==> config.mk <==
export PLATFORM = sky130hd
export DESIGN_NAME = mmio_top
export DESIGN_NICKNAME = d
export VERILOG_FILES = /design/src/verilog/mmio_pkg.sv /design/src/verilog/reg_access_if.sv /design/src/verilog/apb_mmio_fsm.sv /design/src/verilog/mmio_register_bank.sv /design/src/verilog/mmio_top.sv /design/src/verilog/run_timer.sv
export SDC_FILE = /design/constraint.sdc
export NUM_CORES = 1
export LEC_CHECK = 0
export ABC_CLOCK_PERIOD_IN_PS = 11300
export BUFFER_PORTS_ARGS = -buffer_cell sky130_fd_sc_hd__buf_2
export CORE_ASPECT_RATIO = 0.9
export CORE_MARGIN = 1.5
export CORE_UTILIZATION = 44
export DETAILED_ROUTE_END_ITERATION = 8
export GPL_TIMING_DRIVEN = 0
export PLACE_DENSITY = 0.68
export SLEW_MARGIN = 20
export SYNTH_ARGS = -nofsm -noshare
export SYNTH_HDL_FRONTEND = slang
export SYNTH_SLANG_ARGS = --single-unit
==> constraint.sdc <==
create_clock -name clock -period 11.3 [get_ports clock]
set_clock_uncertainty 0.15 [all_clocks]
set_input_delay 1.13 -clock clock [delete_from_list [all_inputs] [get_ports clock]]
set_output_delay 1.13 -clock clock [all_outputs]
set_load 0.005 [all_outputs]
==> src/verilog/mmio_pkg.sv <==
/* Register map, widths, descriptor constants and helpers for the APB control block.
   RTL files refer to these by scoped name. */
`default_nettype none

package mmio_pkg;

  //////////////////////////////
  // Widths fixed by the register map
  //////////////////////////////
  localparam int WORD_W   = 64;
  localparam int ADDR_W   = 12;
  localparam int ERR_W    = 2;
  localparam int CYCLES_W = 32;

  typedef logic [WORD_W-1:0]   word_t;
  typedef logic [ADDR_W-1:0]   mmio_addr_t;
  typedef logic [ERR_W-1:0]    err_bits_t;
  typedef logic [CYCLES_W-1:0] cycles_t;

  // Sticky error bit positions
  localparam int ERR_ADDR_BIT = 0;
  localparam int ERR_DATA_BIT = 1;

  // Bus responder states
  typedef enum logic [1:0] {
    ST_IDLE,
    ST_CHECK,
    ST_RESPOND
  } fsm_state_t;

  //////////////////////////////
  // Register addresses, 8-byte aligned
  //////////////////////////////
  localparam mmio_addr_t DESC_0               = 12'h000;
  localparam mmio_addr_t DESC_1               = 12'h008;
  localparam mmio_addr_t ALGO_REQUEST         = 12'h010;
  localparam mmio_addr_t ALGO_STATUS          = 12'h018;
  localparam mmio_addr_t ALGO_STATUS_DONE     = 12'h020;
  localparam mmio_addr_t ALGO_STATUS_DONE_ACK = 12'h028;
  localparam mmio_addr_t ERROR_REG            = 12'h030;
  localparam mmio_addr_t ERROR_REG_ACK        = 12'h038;
  localparam mmio_addr_t AFU_STATUS           = 12'h040;
  localparam mmio_addr_t ALGO_RUNNING         = 12'h048;
  localparam mmio_addr_t RUN_CYCLES           = 12'h050;
  localparam mmio_addr_t MMIO_ERRORS          = 12'h058;

  //////////////////////////////
  // Accelerator descriptor words
  //////////////////////////////
  // Interrupts per process, process count, config records, programming model
  localparam word_t DESC_0_VALUE = 64'h0000_0001_0001_8010;
  // Config record length and offset of the single record
  localparam word_t DESC_1_VALUE = 64'h0000_0001_0000_0100;

  // Bit that makes the ones count of data plus this bit odd
  function automatic logic odd_parity(input word_t data);
    return ~(^data);
  endfunction

endpackage

`default_nettype wire

==> src/verilog/reg_access_if.sv <==
/* Register access path between the APB responder and the register bank.
   Strobes and address come from the responder; data and decode come back. */
`timescale 1ns/1ns
`default_nettype none

interface reg_access_if;

  // Responder side
  logic                   read_en;
  logic                   write_en;
  logic                   write;
  mmio_pkg::mmio_addr_t   addr;
  mmio_pkg::word_t        wdata;
  mmio_pkg::err_bits_t    err_set;

  // Bank side
  mmio_pkg::word_t        rdata;
  logic                   addr_hit;

  modport fsm (
    output read_en, write_en, write, addr, wdata, err_set,
    input  rdata, addr_hit
  );

  modport bank (
    input  read_en, write_en, write, addr, wdata, err_set,
    output rdata, addr_hit
  );

endinterface

`default_nettype wire

==> src/verilog/apb_mmio_fsm.sv <==
/* APB responder with odd parity checks on address and write data.
   Every access takes two wait states; refused accesses end with pslverr. */
`timescale 1ns/1ns
`default_nettype none

module apb_mmio_fsm (
  input  wire                        clock,
  input  wire                        rstn,
  input  wire                        psel,
  input  wire                        penable,
  input  wire                        pwrite,
  input  wire  mmio_pkg::mmio_addr_t paddr,
  input  wire                        paddr_parity,
  input  wire  mmio_pkg::word_t      pwdata,
  input  wire                        pwdata_parity,
  output mmio_pkg::word_t            prdata,
  output logic                       prdata_parity,
  output logic                       pready,
  output logic                       pslverr,
  reg_access_if.fsm                  regs
);

  mmio_pkg::fsm_state_t state;

  mmio_pkg::mmio_addr_t addr_q;
  mmio_pkg::word_t      wdata_q;
  logic                 write_q;
  logic                 addr_ok;
  logic                 data_ok;
  logic                 refused;
  logic                 access_ok;
  logic                 access_start;

  assign access_start = (state == mmio_pkg::ST_IDLE) && psel && penable;
  assign access_ok    = addr_ok && data_ok && regs.addr_hit;

  //////////////////////////////
  // State and check results
  //////////////////////////////
  always_ff @(posedge clock or negedge rstn) begin
    if (!rstn) begin
      state   <= mmio_pkg::ST_IDLE;
      write_q <= 1'b0;
      addr_ok <= 1'b1;
      data_ok <= 1'b1;
      refused <= 1'b0;
    end else begin
      case (state)
        mmio_pkg::ST_IDLE: begin
          if (access_start) begin
            write_q <= pwrite;
            addr_ok <= (paddr_parity == mmio_pkg::odd_parity(mmio_pkg::word_t'(paddr)));
            // Read data lines carry nothing, so only writes are checked
            data_ok <= !pwrite || (pwdata_parity == mmio_pkg::odd_parity(pwdata));
            state   <= mmio_pkg::ST_CHECK;
          end
        end
        mmio_pkg::ST_CHECK: begin
          refused <= !access_ok;
          state   <= mmio_pkg::ST_RESPOND;
        end
        default: begin
          state <= mmio_pkg::ST_IDLE;
        end
      endcase
    end
  end

  // Address and data captured in the first access cycle
  always_ff @(posedge clock) begin
    if (access_start) begin
      addr_q  <= paddr;
      wdata_q <= pwdata;
    end
  end

  //////////////////////////////
  // Bank strobes
  //////////////////////////////
  assign regs.addr     = addr_q;
  assign regs.wdata    = wdata_q;
  assign regs.write    = write_q;
  assign regs.read_en  = (state == mmio_pkg::ST_CHECK) && access_ok && !write_q;
  assign regs.write_en = (state == mmio_pkg::ST_CHECK) && access_ok && write_q;

  // Failed parities become sticky error requests
  always_comb begin
    regs.err_set = '0;
    if (state == mmio_pkg::ST_CHECK) begin
      regs.err_set[mmio_pkg::ERR_ADDR_BIT] = !addr_ok;
      regs.err_set[mmio_pkg::ERR_DATA_BIT] = !data_ok;
    end
  end

  //////////////////////////////
  // Response
  //////////////////////////////
  assign pready        = (state == mmio_pkg::ST_RESPOND);
  assign pslverr       = pready && refused;
  assign prdata        = (pready && !refused && !write_q) ? regs.rdata : '0;
  assign prdata_parity = mmio_pkg::odd_parity(prdata);

endmodule

`default_nettype wire

==> src/verilog/mmio_register_bank.sv <==
/* Register bank behind the APB responder: latched engine status, descriptor table,
   write pulses toward the engine and the sticky parity error register. */
`timescale 1ns/1ns
`default_nettype none

module mmio_register_bank (
  input  wire                     clock,
  input  wire                     rstn,
  input  wire  mmio_pkg::word_t   algorithm_status,
  input  wire  mmio_pkg::word_t   algorithm_status_done,
  input  wire  mmio_pkg::word_t   report_errors,
  input  wire  mmio_pkg::word_t   afu_status,
  input  wire  mmio_pkg::word_t   algorithm_running,
  input  wire  mmio_pkg::cycles_t run_cycles,
  output mmio_pkg::word_t         algorithm_requests,
  output logic                    report_algorithm_status_ack,
  output logic                    report_errors_ack,
  output mmio_pkg::err_bits_t     mmio_errors,
  output logic                    timer_restart,
  output mmio_pkg::word_t         running_latched,
  reg_access_if.bank              regs
);

  mmio_pkg::word_t      status_latched;
  mmio_pkg::word_t      status_done_latched;
  mmio_pkg::word_t      errors_latched;
  mmio_pkg::word_t      afu_status_latched;
  mmio_pkg::mmio_addr_t reg_addr;
  mmio_pkg::err_bits_t  err_clr;

  // Byte offset within a word plays no part in decode
  assign reg_addr = {regs.addr[mmio_pkg::ADDR_W-1:3], 3'b000};

  //////////////////////////////
  // Engine status latches
  //////////////////////////////
  always_ff @(posedge clock or negedge rstn) begin
    if (!rstn) begin
      status_latched      <= '0;
      status_done_latched <= '0;
      errors_latched      <= '0;
      afu_status_latched  <= '0;
      running_latched     <= '0;
    end else begin
      status_latched      <= algorithm_status;
      status_done_latched <= algorithm_status_done;
      errors_latched      <= report_errors;
      afu_status_latched  <= afu_status;
      running_latched     <= algorithm_running;
    end
  end

  //////////////////////////////
  // Address decode
  //////////////////////////////
  always_comb begin
    case (reg_addr)
      // Pulse registers take writes only
      mmio_pkg::ALGO_REQUEST,
      mmio_pkg::ALGO_STATUS_DONE_ACK,
      mmio_pkg::ERROR_REG_ACK:   regs.addr_hit = regs.write;
      mmio_pkg::MMIO_ERRORS:     regs.addr_hit = 1'b1;
      mmio_pkg::DESC_0,
      mmio_pkg::DESC_1,
      mmio_pkg::ALGO_STATUS,
      mmio_pkg::ALGO_STATUS_DONE,
      mmio_pkg::ERROR_REG,
      mmio_pkg::AFU_STATUS,
      mmio_pkg::ALGO_RUNNING,
      mmio_pkg::RUN_CYCLES:      regs.addr_hit = !regs.write;
      default:                   regs.addr_hit = 1'b0;
    endcase
  end

  // Read data, held for the response cycle
  always_ff @(posedge clock) begin
    if (regs.read_en) begin
      case (reg_addr)
        mmio_pkg::DESC_0:           regs.rdata <= mmio_pkg::DESC_0_VALUE;
        mmio_pkg::DESC_1:           regs.rdata <= mmio_pkg::DESC_1_VALUE;
        mmio_pkg::ALGO_STATUS:      regs.rdata <= status_latched;
        mmio_pkg::ALGO_STATUS_DONE: regs.rdata <= status_done_latched;
        mmio_pkg::ERROR_REG:        regs.rdata <= errors_latched;
        mmio_pkg::AFU_STATUS:       regs.rdata <= afu_status_latched;
        mmio_pkg::ALGO_RUNNING:     regs.rdata <= running_latched;
        mmio_pkg::RUN_CYCLES:       regs.rdata <= mmio_pkg::word_t'(run_cycles);
        mmio_pkg::MMIO_ERRORS:      regs.rdata <= mmio_pkg::word_t'(mmio_errors);
        default:                    regs.rdata <= '0;
      endcase
    end
  end

  //////////////////////////////
  // Write pulses toward the engine
  //////////////////////////////
  always_ff @(posedge clock or negedge rstn) begin
    if (!rstn) begin
      algorithm_requests          <= '0;
      report_algorithm_status_ack <= 1'b0;
      report_errors_ack           <= 1'b0;
    end else begin
      algorithm_requests          <= '0;
      report_algorithm_status_ack <= 1'b0;
      report_errors_ack           <= 1'b0;
      if (regs.write_en) begin
        case (reg_addr)
          mmio_pkg::ALGO_REQUEST:         algorithm_requests <= regs.wdata;
          mmio_pkg::ALGO_STATUS_DONE_ACK: report_algorithm_status_ack <= |regs.wdata;
          mmio_pkg::ERROR_REG_ACK:        report_errors_ack <= |regs.wdata;
          default: ;
        endcase
      end
    end
  end

  // New nonzero request restarts the run timer
  assign timer_restart = regs.write_en && (reg_addr == mmio_pkg::ALGO_REQUEST) && (|regs.wdata);

  //////////////////////////////
  // Sticky parity errors
  //////////////////////////////
  assign err_clr = (regs.write_en && (reg_addr == mmio_pkg::MMIO_ERRORS)) ?
                   regs.wdata[mmio_pkg::ERR_W-1:0] : '0;

  always_ff @(posedge clock or negedge rstn) begin
    if (!rstn) begin
      mmio_errors <= '0;
    end else begin
      // A new error in the same cycle survives the clear
      mmio_errors <= (mmio_errors & ~err_clr) | regs.err_set;
    end
  end

endmodule

`default_nettype wire

==> src/verilog/mmio_top.sv <==
/* Control block top level with plain APB and engine ports.
   Joins the bus responder, the register bank and the run timer. */
`timescale 1ns/1ns
`default_nettype none

module mmio_top (
  input  wire                        clock,
  input  wire                        rstn,
  // APB responder
  input  wire                        psel,
  input  wire                        penable,
  input  wire                        pwrite,
  input  wire  mmio_pkg::mmio_addr_t paddr,
  input  wire                        paddr_parity,
  input  wire  mmio_pkg::word_t      pwdata,
  input  wire                        pwdata_parity,
  output mmio_pkg::word_t            prdata,
  output logic                       prdata_parity,
  output logic                       pready,
  output logic                       pslverr,
  // Engine status
  input  wire  mmio_pkg::word_t      algorithm_status,
  input  wire  mmio_pkg::word_t      algorithm_status_done,
  input  wire  mmio_pkg::word_t      report_errors,
  input  wire  mmio_pkg::word_t      afu_status,
  input  wire  mmio_pkg::word_t      algorithm_running,
  // Engine requests and acks
  output mmio_pkg::word_t            algorithm_requests,
  output logic                       report_algorithm_status_ack,
  output logic                       report_errors_ack,
  output mmio_pkg::err_bits_t        mmio_errors
);

  wire mmio_pkg::cycles_t run_cycles;
  wire mmio_pkg::word_t   running_latched;
  wire                    timer_restart;

  reg_access_if regs ();

  apb_mmio_fsm u_fsm (
    .clock         (clock),
    .rstn          (rstn),
    .psel          (psel),
    .penable       (penable),
    .pwrite        (pwrite),
    .paddr         (paddr),
    .paddr_parity  (paddr_parity),
    .pwdata        (pwdata),
    .pwdata_parity (pwdata_parity),
    .prdata        (prdata),
    .prdata_parity (prdata_parity),
    .pready        (pready),
    .pslverr       (pslverr),
    .regs          (regs.fsm)
  );

  mmio_register_bank u_bank (
    .clock                       (clock),
    .rstn                        (rstn),
    .algorithm_status            (algorithm_status),
    .algorithm_status_done       (algorithm_status_done),
    .report_errors               (report_errors),
    .afu_status                  (afu_status),
    .algorithm_running           (algorithm_running),
    .run_cycles                  (run_cycles),
    .algorithm_requests          (algorithm_requests),
    .report_algorithm_status_ack (report_algorithm_status_ack),
    .report_errors_ack           (report_errors_ack),
    .mmio_errors                 (mmio_errors),
    .timer_restart               (timer_restart),
    .running_latched             (running_latched),
    .regs                        (regs.bank)
  );

  run_timer u_timer (
    .clock   (clock),
    .rstn    (rstn),
    .restart (timer_restart),
    .running (running_latched),
    .count   (run_cycles)
  );

endmodule

`default_nettype wire

==> src/verilog/run_timer.sv <==
/* Saturating count of cycles in which the engine reports running.
   A restart pulse from a new request clears it. */
`timescale 1ns/1ns
`default_nettype none

module run_timer (
  input  wire                   clock,
  input  wire                   rstn,
  input  wire                   restart,
  input  wire  mmio_pkg::word_t running,
  output mmio_pkg::cycles_t     count
);

  logic at_max;

  assign at_max = (count == '1);

  always_ff @(posedge clock or negedge rstn) begin
    if (!rstn) begin
      count <= '0;
    end else if (restart) begin
      count <= '0;
    end else if ((|running) && !at_max) begin
      // Holds at all ones once full
      count <= count + 1'b1;
    end
  end

endmodule

`default_nettype wire
==> key figures <==
Worst setup path
  • CP dominant cell by count: clkbuf_1
  • Setup Crit Path Kind: reg -> out
  • Crit path depth: 6
  • WP data required: between 10000 and 15000 ps
  • Slowest stage cell, crit path: clkbuf_1
  • RR Endpoint: u_bank.regs.rdata[20]
  • R2R depth: 8
  • CP max FO: 10
  • Crit. End Element: output port
  • Flop-to-flop setup slack: roughly 7500 ps
  • Arr. time, crit path: between 3000 and 4000 ps
  • Reg-to-reg startpoint: u_fsm.regs.addr[10]
  • Worst path cell trace: nor2b_1 > nor3b_1 > clkbuf_1 > clkbuf_1 > and2_1 > buf_2
  • Worst stage delay on the critical path: 630 ps
  • Crit path launch type: flip-flop
  • Delay-heaviest family, CP: buffers and inverters
  • Crit path buf inv count: 3

Placed design
  • Post-DP HPWL: about 51000 um
  • IO Port Bufs: 537
  • Pre-CTS setup slack: 7260 ps
  • GPL Wtd Cong: 0.936

Final layout
  • P&R area growth vs syn: 27.7%
  • Final core occ: between 50 and 60%
  • Filler instances: between 3000 and 4000
  • Area occupied by multi-input gates: ~0.0055 mm2
  • Register area: roughly 0.015 mm2
  • Fin nets: 2411
  • Layout cells sized above 1: a little over a third

Clocking
  • Hold buffer count at cts: 0
  • H-Tree Depth: 2
  • Inserted Clock Buffers: between 50 and 60
  • Clock slew at reported path FFs: roughly 60 ps
  • CTS root buffer: clkbuf_16
  • Worst skew pair latency: around 600 ps
  • Post-CTS setup buffers: 0
  • CTS tree: yes
  • Post-cts sizing count: 0
  • Worst-case clock buffer depth: 3
  • # clock sinks: roughly 560

GRT
  • Largest net degree at the start of global routing: 104
  • First-pass GRT wire length: 94700 um
  • Total global routing overflow: 0
  • Initial antenna violation count: 22
  • GRT Total Usage: 27.6%
  • Vias in the first global route: about 14000

Synthesis
  • Synth top area cells: dfrtp_1 (52%), edfxtp_1 (20%), xnor2_1 (6.3%), and2_1 (3.9%), mux2_2 (3.2%)
  • Yosys warns: 0
  • Top-count cell post-synth: dfrtp_1
  • Most instantiated cells after synthesis: dfrtp_1 (424), xnor2_1 (148), edfxtp_1 (137)
  • Syn Std Cell Area: between 0.02 and 0.025 mm2
  • Syn Area/Cell: ~15 um2
  • Synth cell types: 50
  • Most used DFF post-synth: dfrtp_1
  • Area share of the largest cell type after synthesis: 51.7%
  • Post-synthesis sequential area ratio: between 70% and 80%
  • Syn Inst Count: approximately 1400
  • Syn Nets: approximately 1800
  • Yosys top cell by area: dfrtp_1
  • Async SR Flop Fraction: between 70% and 80%
  • Number of enable flip-flop cells after synthesis: 137
  • Flip-flop and latch count after synthesis: about 560

Floorplanning
  • Area of the die: between 0.04 and 0.05 mm2
  • Num rows: 74
  • Initial core utilization: between 40% and 50%
  • Core ar.: roughly 0.046 mm2
  • Die Y: 208 um
  • Ports: 538
  • Die span in x: 231 um

Timing
  • Setup_tns: 0 ps
  • Max-slew headroom: roughly 25%
  • Final Hold Vio Count: 0
  • Post-layout worst setup margin: slightly below 7000 ps
  • Unrepaired setup endpoints after global routing: no
  • Slew @ Worst Pin: about 1100 ps
  • Finish-stage setup viols: 0
  • Fin crit period: about 4500 ps
  • Fin crit share: 39.9%
  • Pins over their slew limit: 0
  • Worst hold margin: about 330 ps
  • F_max: 0.222 GHz

Detailed routing
  • Total Routed Length: 66900 um
  • Drt wl/cell: around 25 um
  • Drt pass-1 iters: 9
  • Remaining DRCs: 0
  • Vias: around 14000
  • Initial drt markers: between 1500 and 2000
  • Detailed-route vias per instance: approximately 5.3
  • Antenna Violating Nets Remaining: 0

Pwr
  • PD cells: about 170 mW/mm2
  • VDD IR max: approximately 0.12 mV
  • Power, Total: ~0.0044 W
  • Leak: between 10 and 15 nW

Hold path
  • Hold EP: u_bank.algorithm_requests[59]
  • Hold path cells: 1
  • Hold crit path type: reg -> reg
  • Hold path startpoint: u_fsm.regs.wdata[59]

Flow run
  • MaxCap Viol Count: 0

Outcome
  • Status: completed
==> area by class of cell <==
class                           instances  share of cell area (%)
Antenna cell                           19                   0.182
Buffer                                 61                   0.927
Clock buffer                           86                    6.76
Clock inverter                         16                   0.425
Inverter                                5                  0.0717
Multi-Input combinational cell        769                    21.0
Sequential cell                       563                    56.4
Tap cell                              608                    2.90
Timing Repair Buffer                  552                    11.3
==> flip-flops by register name, indices dropped and copies added, names as in the netlist, 2 cells and up <==
register	flops
u_bank.afu_status_latched	64
u_bank.algorithm_requests	64
u_bank.errors_latched	64
u_bank.mmio_errors	2
u_bank.regs.rdata	64
u_bank.running_latched	64
u_bank.status_done_latched	64
u_bank.status_latched	64
u_fsm.regs.addr	9
u_fsm.regs.wdata	64
u_fsm.state	2
u_timer.count	32
==> per-layer routing <==
metal	wire length [um]	vias up	part of all wire [%]	GRT usage (%)
met5	52	-	0.078	0
met4	2590	10	3.9	11.5
met3	5850	137	8.7	7.10
met2	30900	741	46	42.4
met1	27500	7051	41	37.3
li1	-	6211	-	-
==> how the worst max path moves through the flow <==
stage / start / end / slack, ps
6_report: u_fsm.state[0] / prdata[8] / 6790
5_1_grt: u_fsm.state[0] / prdata[8] / 6600
4_1_cts: u_fsm.state[0] / prdata[42] / 6750
3_5_place_dp: u_fsm.regs.addr[10] / u_bank.regs.rdata[14] / 7260
3_3_place_gp: rstn / u_bank.errors_latched[22] / 710
2_1_floorplan: penable / u_fsm.addr_ok / 3890
==> placed cells by master, fill, tap and decap left out, drive strengths merged, types with 2 or more instances in the layout <==
cell type / netlist / layout
edfxtp: 137 / 137
and3: 6 / 6
mux2: 59 / 59
nand3: 19 / 19
nor2: 49 / 49
dfrtp: 424 / 424
nand2b: 2 / 2
a22oi: 31 / 31
or4: 2 / 2
a21oi: 8 / 8
clkbuf: 54 / 140
inv: 5 / 9
nor2b: 4 / 4
nand3b: 2 / 2
mux2i: 2 / 2
xor2: 20 / 20
xnor2: 148 / 148
buf: 7 / 559
dfstp: 2 / 2
nor4: 46 / 46
nor3: 23 / 23
nand4: 17 / 17
and2: 129 / 129
nor3b: 4 / 4
a221oi: 5 / 5
nand2: 115 / 115
diode: 0 / 19
a32oi: 5 / 5
o31ai: 2 / 2
a222oi: 58 / 58
clkinv: 0 / 11
==> power by group <==
group | switching [W] | total [W] | internal (W) | leakage [nW]
logic | 0.000170 | 0.000338 | 0.000168 | 4.56
clock network | 0.000786 | 0.00188 | 0.00110 | 0.936
registers | 0.0000477 | 0.00222 | 0.00217 | 6.35
==> cells by family after synthesis <==
kind of cell	share of synthesized area, %
DFF	72.1
and+or+nand+nor	11.0
xor gates and xnor gates	7.29
AOI/OAI and AO/OA	4.99
buffers and inverters	1.27
muxes	3.34
adders and majority gates	0.0610
==> metrics by stage <==
step	instances	cell area, um2
6_report	2679	26200
5_1_grt	2675	26200
4_1_cts	2660	26100
3_5_place_dp	2558	24300
3_3_place_gp	2543	24000
2_1_floorplan	1398	20500
(Power assumes the default switching activity.)
